===== src/design/masku_macros.svh =====
`ifndef MASKU_MACROS_SVH
`define MASKU_MACROS_SVH

// Datapath and result word width in bits
`define MASKU_WORD_W 64

// Width of vl and of the element counters
`define MASKU_VLEN_W 16

// Destination register word address width
`define MASKU_ADDR_W 8

// Instruction id width
`define MASKU_ID_W 3

// Operand buffer depth, which is also the credit count granted to the source
`define MASKU_OPND_DEPTH 2

// Result queue depth and the sink credits we own after reset
`define MASKU_RES_DEPTH 2
`define MASKU_RES_CREDITS 2

`endif


===== src/design/masku_cfg_pkg.sv =====
`include "masku_macros.svh"

package masku_cfg_pkg;

  //////////////////////////////////////////////////
  // Data types sized by the configuration macros
  //////////////////////////////////////////////////

  // One datapath word
  // Holds 64 mask bits or a full operand
  typedef logic [`MASKU_WORD_W-1:0] word_t;

  // Element count
  // Wide enough for the largest vl
  typedef logic [`MASKU_VLEN_W-1:0] vlen_t;

  // Word address inside the destination register
  typedef logic [`MASKU_ADDR_W-1:0] vaddr_t;

  // Instruction id
  // Returned with the done pulse
  typedef logic [`MASKU_ID_W-1:0] vid_t;

endpackage


===== src/design/masku_insn_pkg.sv =====
`include "masku_macros.svh"

package masku_insn_pkg;
  import masku_cfg_pkg::*;

  // Operation class
  typedef enum logic {
    OP_MLOGIC = 1'b0,
    OP_MCMP   = 1'b1
  } masku_op_e;

  // Element width of the compare results
  typedef enum logic [1:0] {
    EW8  = 2'd0,
    EW16 = 2'd1,
    EW32 = 2'd2,
    EW64 = 2'd3
  } sew_e;

  // Counts elements inside one word, 0 up to the full word
  typedef logic [$clog2(`MASKU_WORD_W):0] elem_cnt_t;

  // Instruction as issued to the unit
  // vm set means unmasked
  typedef struct packed {
    masku_op_e op;
    sew_e      sew;
    logic      vm;
    vlen_t     vl;
    vaddr_t    vd;
    vid_t      id;
  } insn_t;

  // Operand beat, all three channels travel together
  typedef struct packed {
    word_t a;
    word_t b;
    word_t m;
  } opnd_beat_t;

  // Per-beat control from decode to execute
  typedef struct packed {
    masku_op_e op;
    sew_e      sew;
    logic      vm;
    elem_cnt_t elem_base;
    elem_cnt_t elem_cnt;
    logic      close;
    vaddr_t    addr;
    vid_t      id;
    logic      last;
  } beat_ctl_t;

  // Result word with its destination
  typedef struct packed {
    word_t  wdata;
    vaddr_t addr;
    vid_t   id;
    logic   last;
  } result_t;

endpackage


===== src/design/masku_fifo.sv =====
`timescale 1ns/100ps

module masku_fifo #(
  parameter type         elem_t = logic,
  parameter int unsigned DEPTH  = 2
) (
  input  logic  clk_i,
  input  logic  rst_ni,
  input  logic  push_i,
  input  elem_t data_i,
  input  logic  pop_i,
  output elem_t data_o,
  output logic  empty_o,
  output logic  full_o
);

  // Pointers need at least one bit even for a single entry
  localparam int unsigned PtrW = (DEPTH > 1) ? $clog2(DEPTH) : 1;

  typedef logic [PtrW-1:0]            ptr_t;
  typedef logic [$clog2(DEPTH+1)-1:0] cnt_t;

  elem_t mem_q [DEPTH];
  ptr_t  wr_ptr_q, rd_ptr_q;
  cnt_t  cnt_q;
  logic  do_push, do_pop;

  // Wrap a pointer at the last entry
  function automatic ptr_t next_ptr(input ptr_t p);
    return (p == ptr_t'(DEPTH - 1)) ? '0 : p + 1'b1;
  endfunction

  assign empty_o = (cnt_q == '0);
  assign full_o  = (cnt_q == cnt_t'(DEPTH));

  // Pushes into a full buffer and pops from an empty one are dropped
  assign do_push = push_i && !full_o;
  assign do_pop  = pop_i && !empty_o;

  // Show-ahead read of the oldest entry
  assign data_o = mem_q[rd_ptr_q];

  // Storage array
  always_ff @(posedge clk_i) begin
    if (do_push) begin
      mem_q[wr_ptr_q] <= data_i;
    end
  end

  // Pointers and fill level
  always_ff @(posedge clk_i or negedge rst_ni) begin
    if (!rst_ni) begin
      wr_ptr_q <= '0;
      rd_ptr_q <= '0;
      cnt_q    <= '0;
    end else begin
      if (do_push) begin
        wr_ptr_q <= next_ptr(wr_ptr_q);
      end
      if (do_pop) begin
        rd_ptr_q <= next_ptr(rd_ptr_q);
      end
      unique case ({do_push, do_pop})
        2'b10:   cnt_q <= cnt_q + 1'b1;
        2'b01:   cnt_q <= cnt_q - 1'b1;
        default: cnt_q <= cnt_q;
      endcase
    end
  end

endmodule


===== src/design/masku_decode.sv =====
`timescale 1ns/100ps

`include "masku_macros.svh"

module masku_decode import masku_cfg_pkg::*; import masku_insn_pkg::*; (
  input  logic      clk_i,
  input  logic      rst_ni,
  // Instruction handshake
  input  insn_t     insn_i,
  input  logic      insn_valid_i,
  output logic      insn_ready_o,
  // Operand buffer
  input  logic      beat_empty_i,
  output logic      beat_pop_o,
  // Execute stage
  input  logic      exe_ready_i,
  output logic      ctl_valid_o,
  output beat_ctl_t ctl_o
);

  //////////////////////////////////////////////////
  // Instruction state
  //////////////////////////////////////////////////

  // Held instruction and its busy flag
  insn_t     insn_q;
  logic      busy_q;
  // Elements not yet read from the operand buffer
  vlen_t     rem_q;
  // Destination word index relative to vd
  vaddr_t    word_idx_q;
  // Elements already gathered into the current packed word
  elem_cnt_t base_q;

  elem_cnt_t per_beat;
  elem_cnt_t elem_cnt;
  logic      last_beat;
  logic      close_word;

  assign insn_ready_o = !busy_q;

  // Merge beats span a whole word
  // Packing beats carry one element per element-width slot
  assign per_beat = (insn_q.op == OP_MLOGIC) ? elem_cnt_t'(`MASKU_WORD_W) :
                    (elem_cnt_t'(`MASKU_WORD_W / 8) >> insn_q.sew);

  // Tail beat carries only the remaining elements
  assign last_beat = (rem_q <= vlen_t'(per_beat));
  assign elem_cnt  = last_beat ? elem_cnt_t'(rem_q) : per_beat;

  // Packed word is complete when full or at the end of vl
  assign close_word = (insn_q.op == OP_MLOGIC) || last_beat ||
                      ((base_q + elem_cnt) == elem_cnt_t'(`MASKU_WORD_W));

  // Beat goes to execute in the same cycle it is popped
  assign ctl_valid_o = busy_q && !beat_empty_i;
  assign beat_pop_o  = ctl_valid_o && exe_ready_i;

  assign ctl_o = '{
    op:        insn_q.op,
    sew:       insn_q.sew,
    vm:        insn_q.vm,
    elem_base: base_q,
    elem_cnt:  elem_cnt,
    close:     close_word,
    addr:      insn_q.vd + word_idx_q,
    id:        insn_q.id,
    last:      last_beat
  };

  // Instruction fields captured on acceptance
  always_ff @(posedge clk_i) begin
    if (insn_valid_i && !busy_q) begin
      insn_q <= insn_i;
    end
  end

  always_ff @(posedge clk_i or negedge rst_ni) begin
    if (!rst_ni) begin
      busy_q     <= 1'b0;
      rem_q      <= '0;
      word_idx_q <= '0;
      base_q     <= '0;
    end else if (!busy_q) begin
      // Accept and initialise counters
      if (insn_valid_i) begin
        busy_q     <= 1'b1;
        rem_q      <= insn_i.vl;
        word_idx_q <= '0;
        base_q     <= '0;
      end
    end else if (beat_pop_o) begin
      rem_q <= rem_q - vlen_t'(elem_cnt);
      if (close_word) begin
        word_idx_q <= word_idx_q + 1'b1;
        base_q     <= '0;
      end else begin
        base_q <= base_q + elem_cnt;
      end
      // Release after the last beat
      if (last_beat) begin
        busy_q <= 1'b0;
      end
    end
  end

endmodule


===== src/design/masku_execute.sv =====
`timescale 1ns/100ps

`include "masku_macros.svh"

module masku_execute import masku_cfg_pkg::*; import masku_insn_pkg::*; (
  input  logic       clk_i,
  input  logic       rst_ni,
  // From decode
  input  logic       ctl_valid_i,
  input  beat_ctl_t  ctl_i,
  input  opnd_beat_t beat_i,
  output logic       ready_o,
  // To the result queue
  output logic       res_valid_o,
  output result_t    res_o,
  input  logic       res_ready_i
);

  localparam int unsigned MaxPack = `MASKU_WORD_W / 8;

  // Output register
  result_t res_q;
  logic    valid_q;
  // Packed compare bits gathered so far
  word_t   acc_q;

  logic                 accept;
  logic [MaxPack-1:0]   cmp_bits;
  word_t                acc_next;
  word_t                bit_en;
  elem_cnt_t            span;
  word_t                wdata;

  // Ones below bit n
  function automatic word_t tail_mask(input elem_cnt_t n);
    word_t lsb;
    lsb = '0;
    for (int j = 0; j < `MASKU_WORD_W; j++) begin
      lsb[j] = (j < n);
    end
    return lsb;
  endfunction

  // Stall while the register holds a word the queue cannot take
  assign ready_o = !valid_q || res_ready_i;
  assign accept  = ctl_valid_i && ready_o;

  //////////////////////////////////////////////////
  // Mask ALU
  //////////////////////////////////////////////////

  always_comb begin : p_mask_alu
    word_t shifted;
    shifted = '0;
    // Compare bit is the lowest bit of each element of a
    for (int k = 0; k < MaxPack; k++) begin
      shifted     = beat_i.a >> (k << (3 + ctl_i.sew));
      cmp_bits[k] = shifted[0] && (k < ctl_i.elem_cnt);
    end
    acc_next = acc_q | (word_t'(cmp_bits) << ctl_i.elem_base);

    // Merge looks at this beat only, packing at the whole word
    span   = (ctl_i.op == OP_MLOGIC) ? ctl_i.elem_cnt : ctl_i.elem_base + ctl_i.elem_cnt;
    bit_en = tail_mask(span) & (ctl_i.vm ? '1 : beat_i.m);

    // Disabled bits keep the old destination
    if (ctl_i.op == OP_MLOGIC) begin
      wdata = (beat_i.a & bit_en) | (beat_i.b & ~bit_en);
    end else begin
      wdata = (acc_next & bit_en) | (beat_i.b & ~bit_en);
    end
  end

  assign res_valid_o = valid_q;
  assign res_o       = res_q;

  // Payload register
  always_ff @(posedge clk_i) begin
    if (accept && ctl_i.close) begin
      res_q <= '{wdata: wdata, addr: ctl_i.addr, id: ctl_i.id, last: ctl_i.last};
    end
  end

  always_ff @(posedge clk_i or negedge rst_ni) begin
    if (!rst_ni) begin
      valid_q <= 1'b0;
      acc_q   <= '0;
    end else if (accept) begin
      // Only closing beats produce a word
      valid_q <= ctl_i.close;
      acc_q   <= ctl_i.close ? '0 : acc_next;
    end else if (res_ready_i) begin
      valid_q <= 1'b0;
    end
  end

endmodule


===== src/design/masku_result.sv =====
`timescale 1ns/100ps

`include "masku_macros.svh"

module masku_result import masku_cfg_pkg::*; import masku_insn_pkg::*; (
  input  logic    clk_i,
  input  logic    rst_ni,
  // From execute
  input  logic    res_valid_i,
  input  result_t res_i,
  output logic    ready_o,
  // Credit-based output
  output logic    res_valid_o,
  output result_t res_o,
  input  logic    res_credit_i,
  // Completion
  output logic    done_o,
  output vid_t    done_id_o
);

  localparam int unsigned CredW = $clog2(`MASKU_RES_CREDITS + 1);

  typedef logic [CredW-1:0] credit_t;

  credit_t credit_q;
  logic    q_empty;
  logic    q_full;
  logic    send;

  //////////////////////////////////////////////////
  // Result queue
  //////////////////////////////////////////////////

  masku_fifo #(
    .elem_t (result_t),
    .DEPTH  (`MASKU_RES_DEPTH)
  ) i_res_fifo (
    .clk_i   (clk_i),
    .rst_ni  (rst_ni),
    .push_i  (res_valid_i && ready_o),
    .data_i  (res_i),
    .pop_i   (send),
    .data_o  (res_o),
    .empty_o (q_empty),
    .full_o  (q_full)
  );

  assign ready_o = !q_full;

  // A word leaves only while the sink has granted a credit
  assign res_valid_o = !q_empty && (credit_q != '0);
  assign send        = res_valid_o;

  // Instruction completes with its last word
  assign done_o    = send && res_o.last;
  assign done_id_o = res_o.id;

  // Output credits, a return and a send in one cycle cancel out
  always_ff @(posedge clk_i or negedge rst_ni) begin
    if (!rst_ni) begin
      credit_q <= credit_t'(`MASKU_RES_CREDITS);
    end else if (res_credit_i && !send) begin
      credit_q <= credit_q + 1'b1;
    end else if (!res_credit_i && send) begin
      credit_q <= credit_q - 1'b1;
    end
  end

endmodule


===== src/design/masku_top.sv =====
`timescale 1ns/100ps

`include "masku_macros.svh"

module masku_top import masku_cfg_pkg::*; import masku_insn_pkg::*; (
  input  logic       clk_i,
  input  logic       rst_ni,
  // Instruction input
  input  insn_t      insn_i,
  input  logic       insn_valid_i,
  output logic       insn_ready_o,
  // Operand input with credits
  input  opnd_beat_t opnd_i,
  input  logic       opnd_valid_i,
  output logic       opnd_credit_o,
  // Result output with credits
  output result_t    res_o,
  output logic       res_valid_o,
  input  logic       res_credit_i,
  // Completion
  output logic       done_o,
  output vid_t       done_id_o
);

  opnd_beat_t opnd_beat;
  logic       opnd_empty;
  logic       opnd_pop;
  logic       ctl_valid;
  beat_ctl_t  ctl;
  logic       exe_ready;
  logic       exe_res_valid;
  result_t    exe_res;
  logic       res_ready;

  // Source never overruns the buffer as long as it spends its credits
  masku_fifo #(
    .elem_t (opnd_beat_t),
    .DEPTH  (`MASKU_OPND_DEPTH)
  ) i_opnd_fifo (
    .clk_i   (clk_i),
    .rst_ni  (rst_ni),
    .push_i  (opnd_valid_i),
    .data_i  (opnd_i),
    .pop_i   (opnd_pop),
    .data_o  (opnd_beat),
    .empty_o (opnd_empty),
    .full_o  ()
  );

  // Each popped beat frees one buffer slot
  assign opnd_credit_o = opnd_pop;

  masku_decode i_decode (
    .clk_i        (clk_i),
    .rst_ni       (rst_ni),
    .insn_i       (insn_i),
    .insn_valid_i (insn_valid_i),
    .insn_ready_o (insn_ready_o),
    .beat_empty_i (opnd_empty),
    .beat_pop_o   (opnd_pop),
    .exe_ready_i  (exe_ready),
    .ctl_valid_o  (ctl_valid),
    .ctl_o        (ctl)
  );

  masku_execute i_execute (
    .clk_i       (clk_i),
    .rst_ni      (rst_ni),
    .ctl_valid_i (ctl_valid),
    .ctl_i       (ctl),
    .beat_i      (opnd_beat),
    .ready_o     (exe_ready),
    .res_valid_o (exe_res_valid),
    .res_o       (exe_res),
    .res_ready_i (res_ready)
  );

  masku_result i_result (
    .clk_i        (clk_i),
    .rst_ni       (rst_ni),
    .res_valid_i  (exe_res_valid),
    .res_i        (exe_res),
    .ready_o      (res_ready),
    .res_valid_o  (res_valid_o),
    .res_o        (res_o),
    .res_credit_i (res_credit_i),
    .done_o       (done_o),
    .done_id_o    (done_id_o)
  );

endmodule


===== config.mk =====
export PLATFORM = sky130hd
export DESIGN_NAME = masku_top
export DESIGN_NICKNAME = d
export VERILOG_FILES = /design/src/design/masku_cfg_pkg.sv /design/src/design/masku_insn_pkg.sv /design/src/design/masku_fifo.sv /design/src/design/masku_decode.sv /design/src/design/masku_execute.sv /design/src/design/masku_result.sv /design/src/design/masku_top.sv
export VERILOG_INCLUDE_DIRS = /design/src /design/src/design
export SDC_FILE = /design/constraint.sdc
export NUM_CORES = 1
export LEC_CHECK = 0
export BUFFER_PORTS_ARGS = -buffer_cell sky130_fd_sc_hd__buf_2
export CAP_MARGIN = 10
export CORE_ASPECT_RATIO = 2
export CORE_MARGIN = 3
export CORE_UTILIZATION = 35
export CTS_CLUSTER_DIAMETER = 200
export DETAILED_ROUTE_END_ITERATION = 8
export PLACE_DENSITY = 0.56
export SLEW_MARGIN = 20
export SYNTH_ARGS = -nofsm -noshare
export SYNTH_HDL_FRONTEND = slang
export SYNTH_HIERARCHICAL = 1
export SYNTH_SLANG_ARGS = --single-unit

===== constraint.sdc =====
create_clock -name clk_i -period 22.4 [get_ports clk_i]
set_input_delay 4.48 -clock clk_i [delete_from_list [all_inputs] [get_ports clk_i]]
set_output_delay 4.48 -clock clk_i [all_outputs]
set_load 0.05 [all_outputs]

==> run_results.csv, run 1 <==
group,metric,value,unit
cells_and_area,layout_cells_sized_above_1,29.6,%
floorplanning,core.rowCount,161,
yosys,synthesis.nets,2744,
power,power.share.sequential,39.1,%
critical_path,critical_path.reg2reg.endpoint,"i_execute/acc_q[22]",
timing,finalSetupViolations,0,
cts,postCtsSetupRepairBufs,0,
critical_path,critPathKind,"flip-flop to primary output",
yosys,synthesis.area,34300,sq um
cts,cts-buffers-inserted,69,
run,max_cap_viol_count,0,
yosys,synthesis.instances,2471,
detailed_routing,wirelength,114000,um
power,pwr_density_cell,138,nW/um^2
timing,fin_crit_period,7.92,ns
placed_design,gp_congestion,0.967,
detailed_routing,route.detailed.drc,0,
cts,htree_levels,3,
critical_path,crit_path_start_kind,"flip-flop",
timing,fin_ws,14.48,ns
grt,grt_antenna_before_repair,15,
detailed_routing,detail-route-antenna-nets,0,
power,p_sw_share,39.0,%
cts,maximum_clock_insertion_buffer_count,3,
outcome,status,"complete, no violations",
placed_design,port_buffers,310,
cells_and_area,final_core_util,40.7,%
yosys,synth-warning-count,6,
cts,clk-insertion-delay-late,0.64,ns
grt,grt_pass1_wl,164000,um
cells_and_area,nets,3028,
critical_path,path_buf_inv,3,
timing,rsz0062_at_grt,"no",
cts,clock-root-buffer,"sky130_fd_sc_hd__clkbuf_16",
timing,worst_slew_pin_slew,1.22,ns
power,share_comb_of_total_power,38.5,%
power,peakVddDrop,0.0000604,V
critical_path,critical_path_arrival,3.44,ns
critical_path,r2r_slack,14.98,ns
critical_path,critical-path-slowest-cell,"sky130_fd_sc_hd__dfrtp_1",
cts,clk_pin_slew_worst_setup_hold_paths,0.07,ns
critical_path,critical_path.max_fanout,18,
timing,maxSlewHeadroom,17.8,%
floorplanning,dieHeight,449,um
timing,holdWs,0.421,ns
yosys,syn_area_per_cell,13.9,sq um
power,p_clk_share,22.4,%
critical_path,startpoint,"i_decode/busy_q",
floorplanning,io-pin-count,311,
critical_path,cpPeakStageDelay,0.69,ns
cells_and_area,leading_cell_type_in_the_layout_fill_and_taps_excluded,"sky130_fd_sc_hd__edfxtp_1",
min_path,worst_min_delay_path_class,"flip-flop to flip-flop",
grt,leftover_overflow_at_the_end_of_global_routing,0,
cts,cts-hold-fix-buffers,0,
floorplanning,die_area,102000,sq um
cts,cts_tree,"yes",
cts,post_cts_resize_count,0,
power,leakagePower,14.3,nW
critical_path,worst_reg_to_reg_cells,24,
critical_path,timing.rr.start,"i_decode/ctl_o[30]",
detailed_routing,vias,22925,
timing,timing.final.hold_violations,0,
grt,maximum_number_of_pins_on_one_net_before_global_route_repair,132,
power,finalPower,5.42,mW
power,power_report.internal_total,3.30,mW
grt,vias_in_the_first_global_route,23716,
cells_and_area,layout_common_cells,"sky130_fd_sc_hd__edfxtp_1, sky130_fd_sc_hd__buf_2, sky130_fd_sc_hd__mux2_2",
cells_and_area,area_growth,14.6,%
grt,gr-usage-all-layers,22.0,%
detailed_routing,detailedRoute.firstPassIterationCount,6,
detailed_routing,drt_first_iter_violations,1954,
detailed_routing,route.detailed.vias_per_inst,5.69,
cts,numClockSinks,734,
critical_path,worstPathRequired,17.92,ns
power,power_switching,2.11,mW
floorplanning,start_util,35.5,%
critical_path,critical_path.endpoint,"opnd_credit_o",
critical_path,timing.critical_path.max_delay_family,"buffers and inverters",
timing,tns,0,ns
detailed_routing,detail_route.wl_per_cell,28.2,um
timing,drv_slew,0,
floorplanning,placeableCoreArea,96700,sq um
placed_design,dpl.hpwl,83900,um
critical_path,worstSetupEndpointType,"primary output",
critical_path,crit_cells,5,
timing,achievable-frequency,0.126,GHz
timing,period_share,35.4,%
critical_path,path_cells,"clkinv_1 -> nor2_1 -> nand2_1 -> inv_1 -> buf_2",
floorplanning,die_width,227,um
timing,clock-skew-final,0.0257,ns
placed_design,pre_cts_ws,14.68,ns
## metal layers
metal	vias up	global-route usage (%)	share of wire [%]
met5	-	0	0.081
met4	16	11.2	5.7
met2	977	38.6	51
li1	10160	-	-
met1	11500	25.5	37
met3	272	3.78	5.8
## flip-flops by register name, summed over array words and instances, names as in the netlist, 7 cells and up
name,flops
i_opnd_fifo/mem_q,384
i_decode/word_idx_q,8
i_decode/insn_q,8
i_result/i_res_fifo/mem_q,152
i_execute/res_o,76
i_decode/rem_q,16
i_decode/ctl_o,7
i_execute/acc_q,64
i_decode/base_q,7
## metrics by stage
step / cell area (sq um) / std cells
6_report: 39300 / 4031
3_5_place_dp: 37000 / 3906
4_1_cts: 39300 / 4029
5_1_grt: 39300 / 4031
2_1_floorplan: 34300 / 2471
3_3_place_gp: 37000 / 3906
## worst min-delay path by stage
| stage | endpoint | from | cells past startpoint | slack (ns) |
|---|---|---|---|---|
| after floorplan | i_result/i_res_fifo/mem_q[0][0] | i_execute/res_o[0] | 0 | 0.42 |
| after global placement | i_execute/res_o[1] | i_decode/ctl_o[1] | 0 | 0.41 |
| after detailed placement | i_execute/res_o[3] | i_decode/ctl_o[3] | 0 | 0.41 |
| after CTS | i_execute/res_o[3] | i_decode/ctl_o[3] | 0 | 0.42 |
| after global routing | i_execute/res_o[3] | i_decode/ctl_o[3] | 0 | 0.43 |
| final | i_execute/res_o[3] | i_decode/ctl_o[3] | 0 | 0.42 |
## cell type report
| type | count | area (sq um) |
|---|---|---|
| Antenna cell | 2 | 5.00 |
| Tap cell | 1222 | 1530 |
| Sequential cell | 734 | 21500 |
| Timing Repair Buffer | 349 | 1870 |
| Inverter | 55 | 209 |
| Clock buffer | 87 | 1890 |
| Multi-Input combinational cell | 1546 | 11900 |
| Clock inverter | 36 | 429 |
| Fill cell | 9055 | 57400 |
## power by group through the flow
stage	registers [mW]	logic, mW	clock network (mW)
final	2.12	2.09	1.21
after detailed placement	2.15	2.09	0
after CTS	2.12	2.09	1.25
after floorplan	2.11	1.45	0
after global placement	2.13	2.07	0
after global routing	2.16	2.21	1.30
(Power assumes the default switching activity.)
==> run 2, diff against run 1 <==
PLACE_DENSITY = 0.58   (was 0.56)
clock period = 6.65 ns   (was 22.4 ns; I/O delays follow)
==> run_results.csv, run 2 (same netlist as run 1, synthesis figures left out) <==
group,metric,value,unit
floorplanning,die_area,102000,sq um
cts,clk_pin_slew_worst_setup_hold_paths,0.07,ns
cts,cts_tree,"yes",
critical_path,path_buf_inv,2,
timing,fin_ws,0.424,ns
cells_and_area,layout_cells_sized_above_1,30.4,%
timing,finalSetupViolations,0,
cts,clock-root-buffer,"sky130_fd_sc_hd__clkbuf_16",
placed_design,post_dp_cell_area,37300,sq um
floorplanning,core.rowCount,161,
critical_path,critical_path.max_fanout,13,
placed_design,gp_congestion,0.959,
critical_path,worstSetupEndpointType,"flip-flop",
grt,maximum_number_of_pins_on_one_net_before_global_route_repair,115,
floorplanning,start_util,35.5,%
detailed_routing,detail_route.wl_per_cell,28.4,um
cts,cts-hold-fix-buffers,0,
critical_path,critical-path-slowest-cell,"sky130_fd_sc_hd__xnor2_1",
cells_and_area,nets,3063,
cts,cts-buffers-inserted,70,
min_path,hold_path_end,"i_execute/res_o[1]",
critical_path,cpPeakStageDelay,0.73,ns
timing,rsz0062_at_grt,"no",
cts,maximum_clock_insertion_buffer_count,3,
min_path,worst_min_delay_path_class,"flip-flop to flip-flop",
timing,achievable-frequency,0.161,GHz
power,power_switching,7.21,mW
power,finalPower,18.4,mW
grt,leftover_overflow_at_the_end_of_global_routing,0,
timing,fin_crit_period,6.23,ns
placed_design,dpl.hpwl,85900,um
cells_and_area,layout.filler_cells,9043,
cts,post_cts_resize_count,0,
cells_and_area,layout_common_cells,"sky130_fd_sc_hd__edfxtp_1, sky130_fd_sc_hd__buf_2, sky130_fd_sc_hd__mux2_2",
cells_and_area,fin_cells,4077,
critical_path,critical_path.reg2reg.endpoint,"i_execute/res_o[44]",
run,max_cap_viol_count,0,
outcome,status,"complete, no violations",
timing,holdWs,0.424,ns
critical_path,worst_reg_to_reg_cells,18,
critical_path,path_cells,"nor3_1 -> inv_1 -> ha_1 -> a211oi_1 -> a41o_1 -> nand2_1 -> inv_1 -> nor2_1 -> a21o_1 -> fa_1 -> a211oi_1 -> or4b_4 -> a31oi_4 -> xnor2_1 -> nand2_1 -> o221a_2 -> mux2_2 -> a41o_1",
floorplanning,placeableCoreArea,96700,sq um
cells_and_area,leading_cell_type_in_the_layout_fill_and_taps_excluded,"sky130_fd_sc_hd__edfxtp_1",
cells_and_area,flip_flop_count_of_the_largest_register_all_copies_and_words_added,384,
cells_and_area,area_growth,15.4,%
placed_design,numPlacedInstances,3940,
detailed_routing,route.detailed.drc,0,
power,leakagePower,14.4,nW
min_path,holdPathStages,0,
power,p_sw_share,39.2,%
critical_path,r2r_slack,0.42,ns
timing,worst_slew_pin_slew,1.18,ns
placed_design,pre_cts_ws,0.424,ns
power,share_comb_of_total_power,38.6,%
cells_and_area,final_core_util,41.0,%
timing,timing.final.hold_violations,0,
cts,htree_levels,3,
cts,numClockSinks,734,
power,peakVddDrop,0.000241,V
floorplanning,die_width,227,um
timing,maxSlewHeadroom,18.8,%
grt,grt_antenna_before_repair,20,
grt,vias_in_the_first_global_route,23784,
detailed_routing,route.detailed.vias_per_inst,5.71,
timing,tns,0,ns
floorplanning,io-pin-count,311,
critical_path,worstPathRequired,7.07,ns
critical_path,crit_path_start_kind,"flip-flop",
critical_path,critical_path_arrival,6.64,ns
detailed_routing,vias,23279,
power,p_clk_share,22.3,%
power,power_report.internal_total,11.2,mW
critical_path,timing.rr.start,"i_decode/ctl_o[28]",
critical_path,timing.critical_path.max_delay_family,"compound AO/OA/AOI/OAI gates",
timing,clock-skew-final,0.0274,ns
power,pwr_density_cell,464,nW/um^2
detailed_routing,drt_first_iter_violations,1947,
detailed_routing,wirelength,116000,um
cts,postCtsSetupRepairBufs,0,
timing,drv_slew,0,
critical_path,critPathKind,"flip-flop to flip-flop",
power,power.share.sequential,39.1,%
min_path,min-delay-start,"i_decode/ctl_o[1]",
placed_design,port_buffers,310,
cts,clk-insertion-delay-late,0.66,ns
detailed_routing,detailedRoute.firstPassIterationCount,6,
detailed_routing,detail-route-antenna-nets,0,
grt,gr-usage-all-layers,22.3,%
grt,grt_pass1_wl,165000,um
floorplanning,dieHeight,449,um
timing,period_share,93.6,%
cells_and_area,finalInstanceArea,39600,sq um
cells_and_area,top_register,"i_opnd_fifo/mem_q",
-- run 2: metal layers --
metal / track usage [%] / wire length [um] / share of wire (%)
met3: 3.78 / 7030 / 6.1
met1: 25.8 / 42300 / 37
met4: 13.0 / 7590 / 6.6
met2: 38.6 / 58600 / 51
met5: 0 / 96 / 0.083
-- run 2: power by group through the flow --
| stage | Sequential, mW | Combinational, mW | Clock, mW |
|---|---|---|---|
| after floorplan | 7.03 | 4.90 | 0 |
| after CTS | 7.20 | 7.10 | 4.21 |
| after global routing | 7.31 | 7.48 | 4.38 |
| after global placement | 7.23 | 7.02 | 0 |
| after detailed placement | 7.29 | 7.07 | 0 |
| final | 7.18 | 7.10 | 4.09 |
-- run 2: worst register-to-register path, cell delays in order (launching register included) --
cell and delay (ns):
sky130_fd_sc_hd__edfxtp_1 0.56, sky130_fd_sc_hd__nor3_1 0.29, sky130_fd_sc_hd__inv_1 0.10, sky130_fd_sc_hd__ha_1 0.31
sky130_fd_sc_hd__a211oi_1 0.31, sky130_fd_sc_hd__a41o_1 0.33, sky130_fd_sc_hd__nand2_1 0.12, sky130_fd_sc_hd__inv_1 0.31
sky130_fd_sc_hd__nor2_1 0.11, sky130_fd_sc_hd__a21o_1 0.35, sky130_fd_sc_hd__fa_1 0.56, sky130_fd_sc_hd__a211oi_1 0.40
sky130_fd_sc_hd__or4b_4 0.24, sky130_fd_sc_hd__a31oi_4 0.11, sky130_fd_sc_hd__xnor2_1 0.73, sky130_fd_sc_hd__nand2_1 0.37
sky130_fd_sc_hd__o221a_2 0.35, sky130_fd_sc_hd__mux2_2 0.27, sky130_fd_sc_hd__a41o_1 0.21
-- run 2: how the worst max path moves through the flow --
stage               depth (start not counted)          startpoint  slack (ns)                 endpoint
CTS                                        18  i_decode/ctl_o[28]        0.41      i_execute/res_o[60]
global route                               20  i_decode/ctl_o[28]        0.11       i_execute/res_o[3]
finish                                     18  i_decode/ctl_o[28]        0.42      i_execute/res_o[44]
floorplan                                   1        opnd_valid_i        0.32  i_opnd_fifo/mem_q[1][0]
global placement                           20  i_decode/ctl_o[28]        0.56       i_execute/res_o[1]
detailed placement                         18  i_decode/ctl_o[28]        0.42      i_execute/res_o[44]
-- run 2: final cells by class --
type	instances	area, sq um	share of cell area (%)
diodes	8	20.0	0.0505
clock buffers	88	1910	4.83
clock inverters	41	398	1.00
inverters	55	209	0.527
multi-input cells	1546	11900	29.9
flip-flops and latches	734	21500	54.3
well taps	1222	1530	3.86
repair buffers	383	2180	5.50
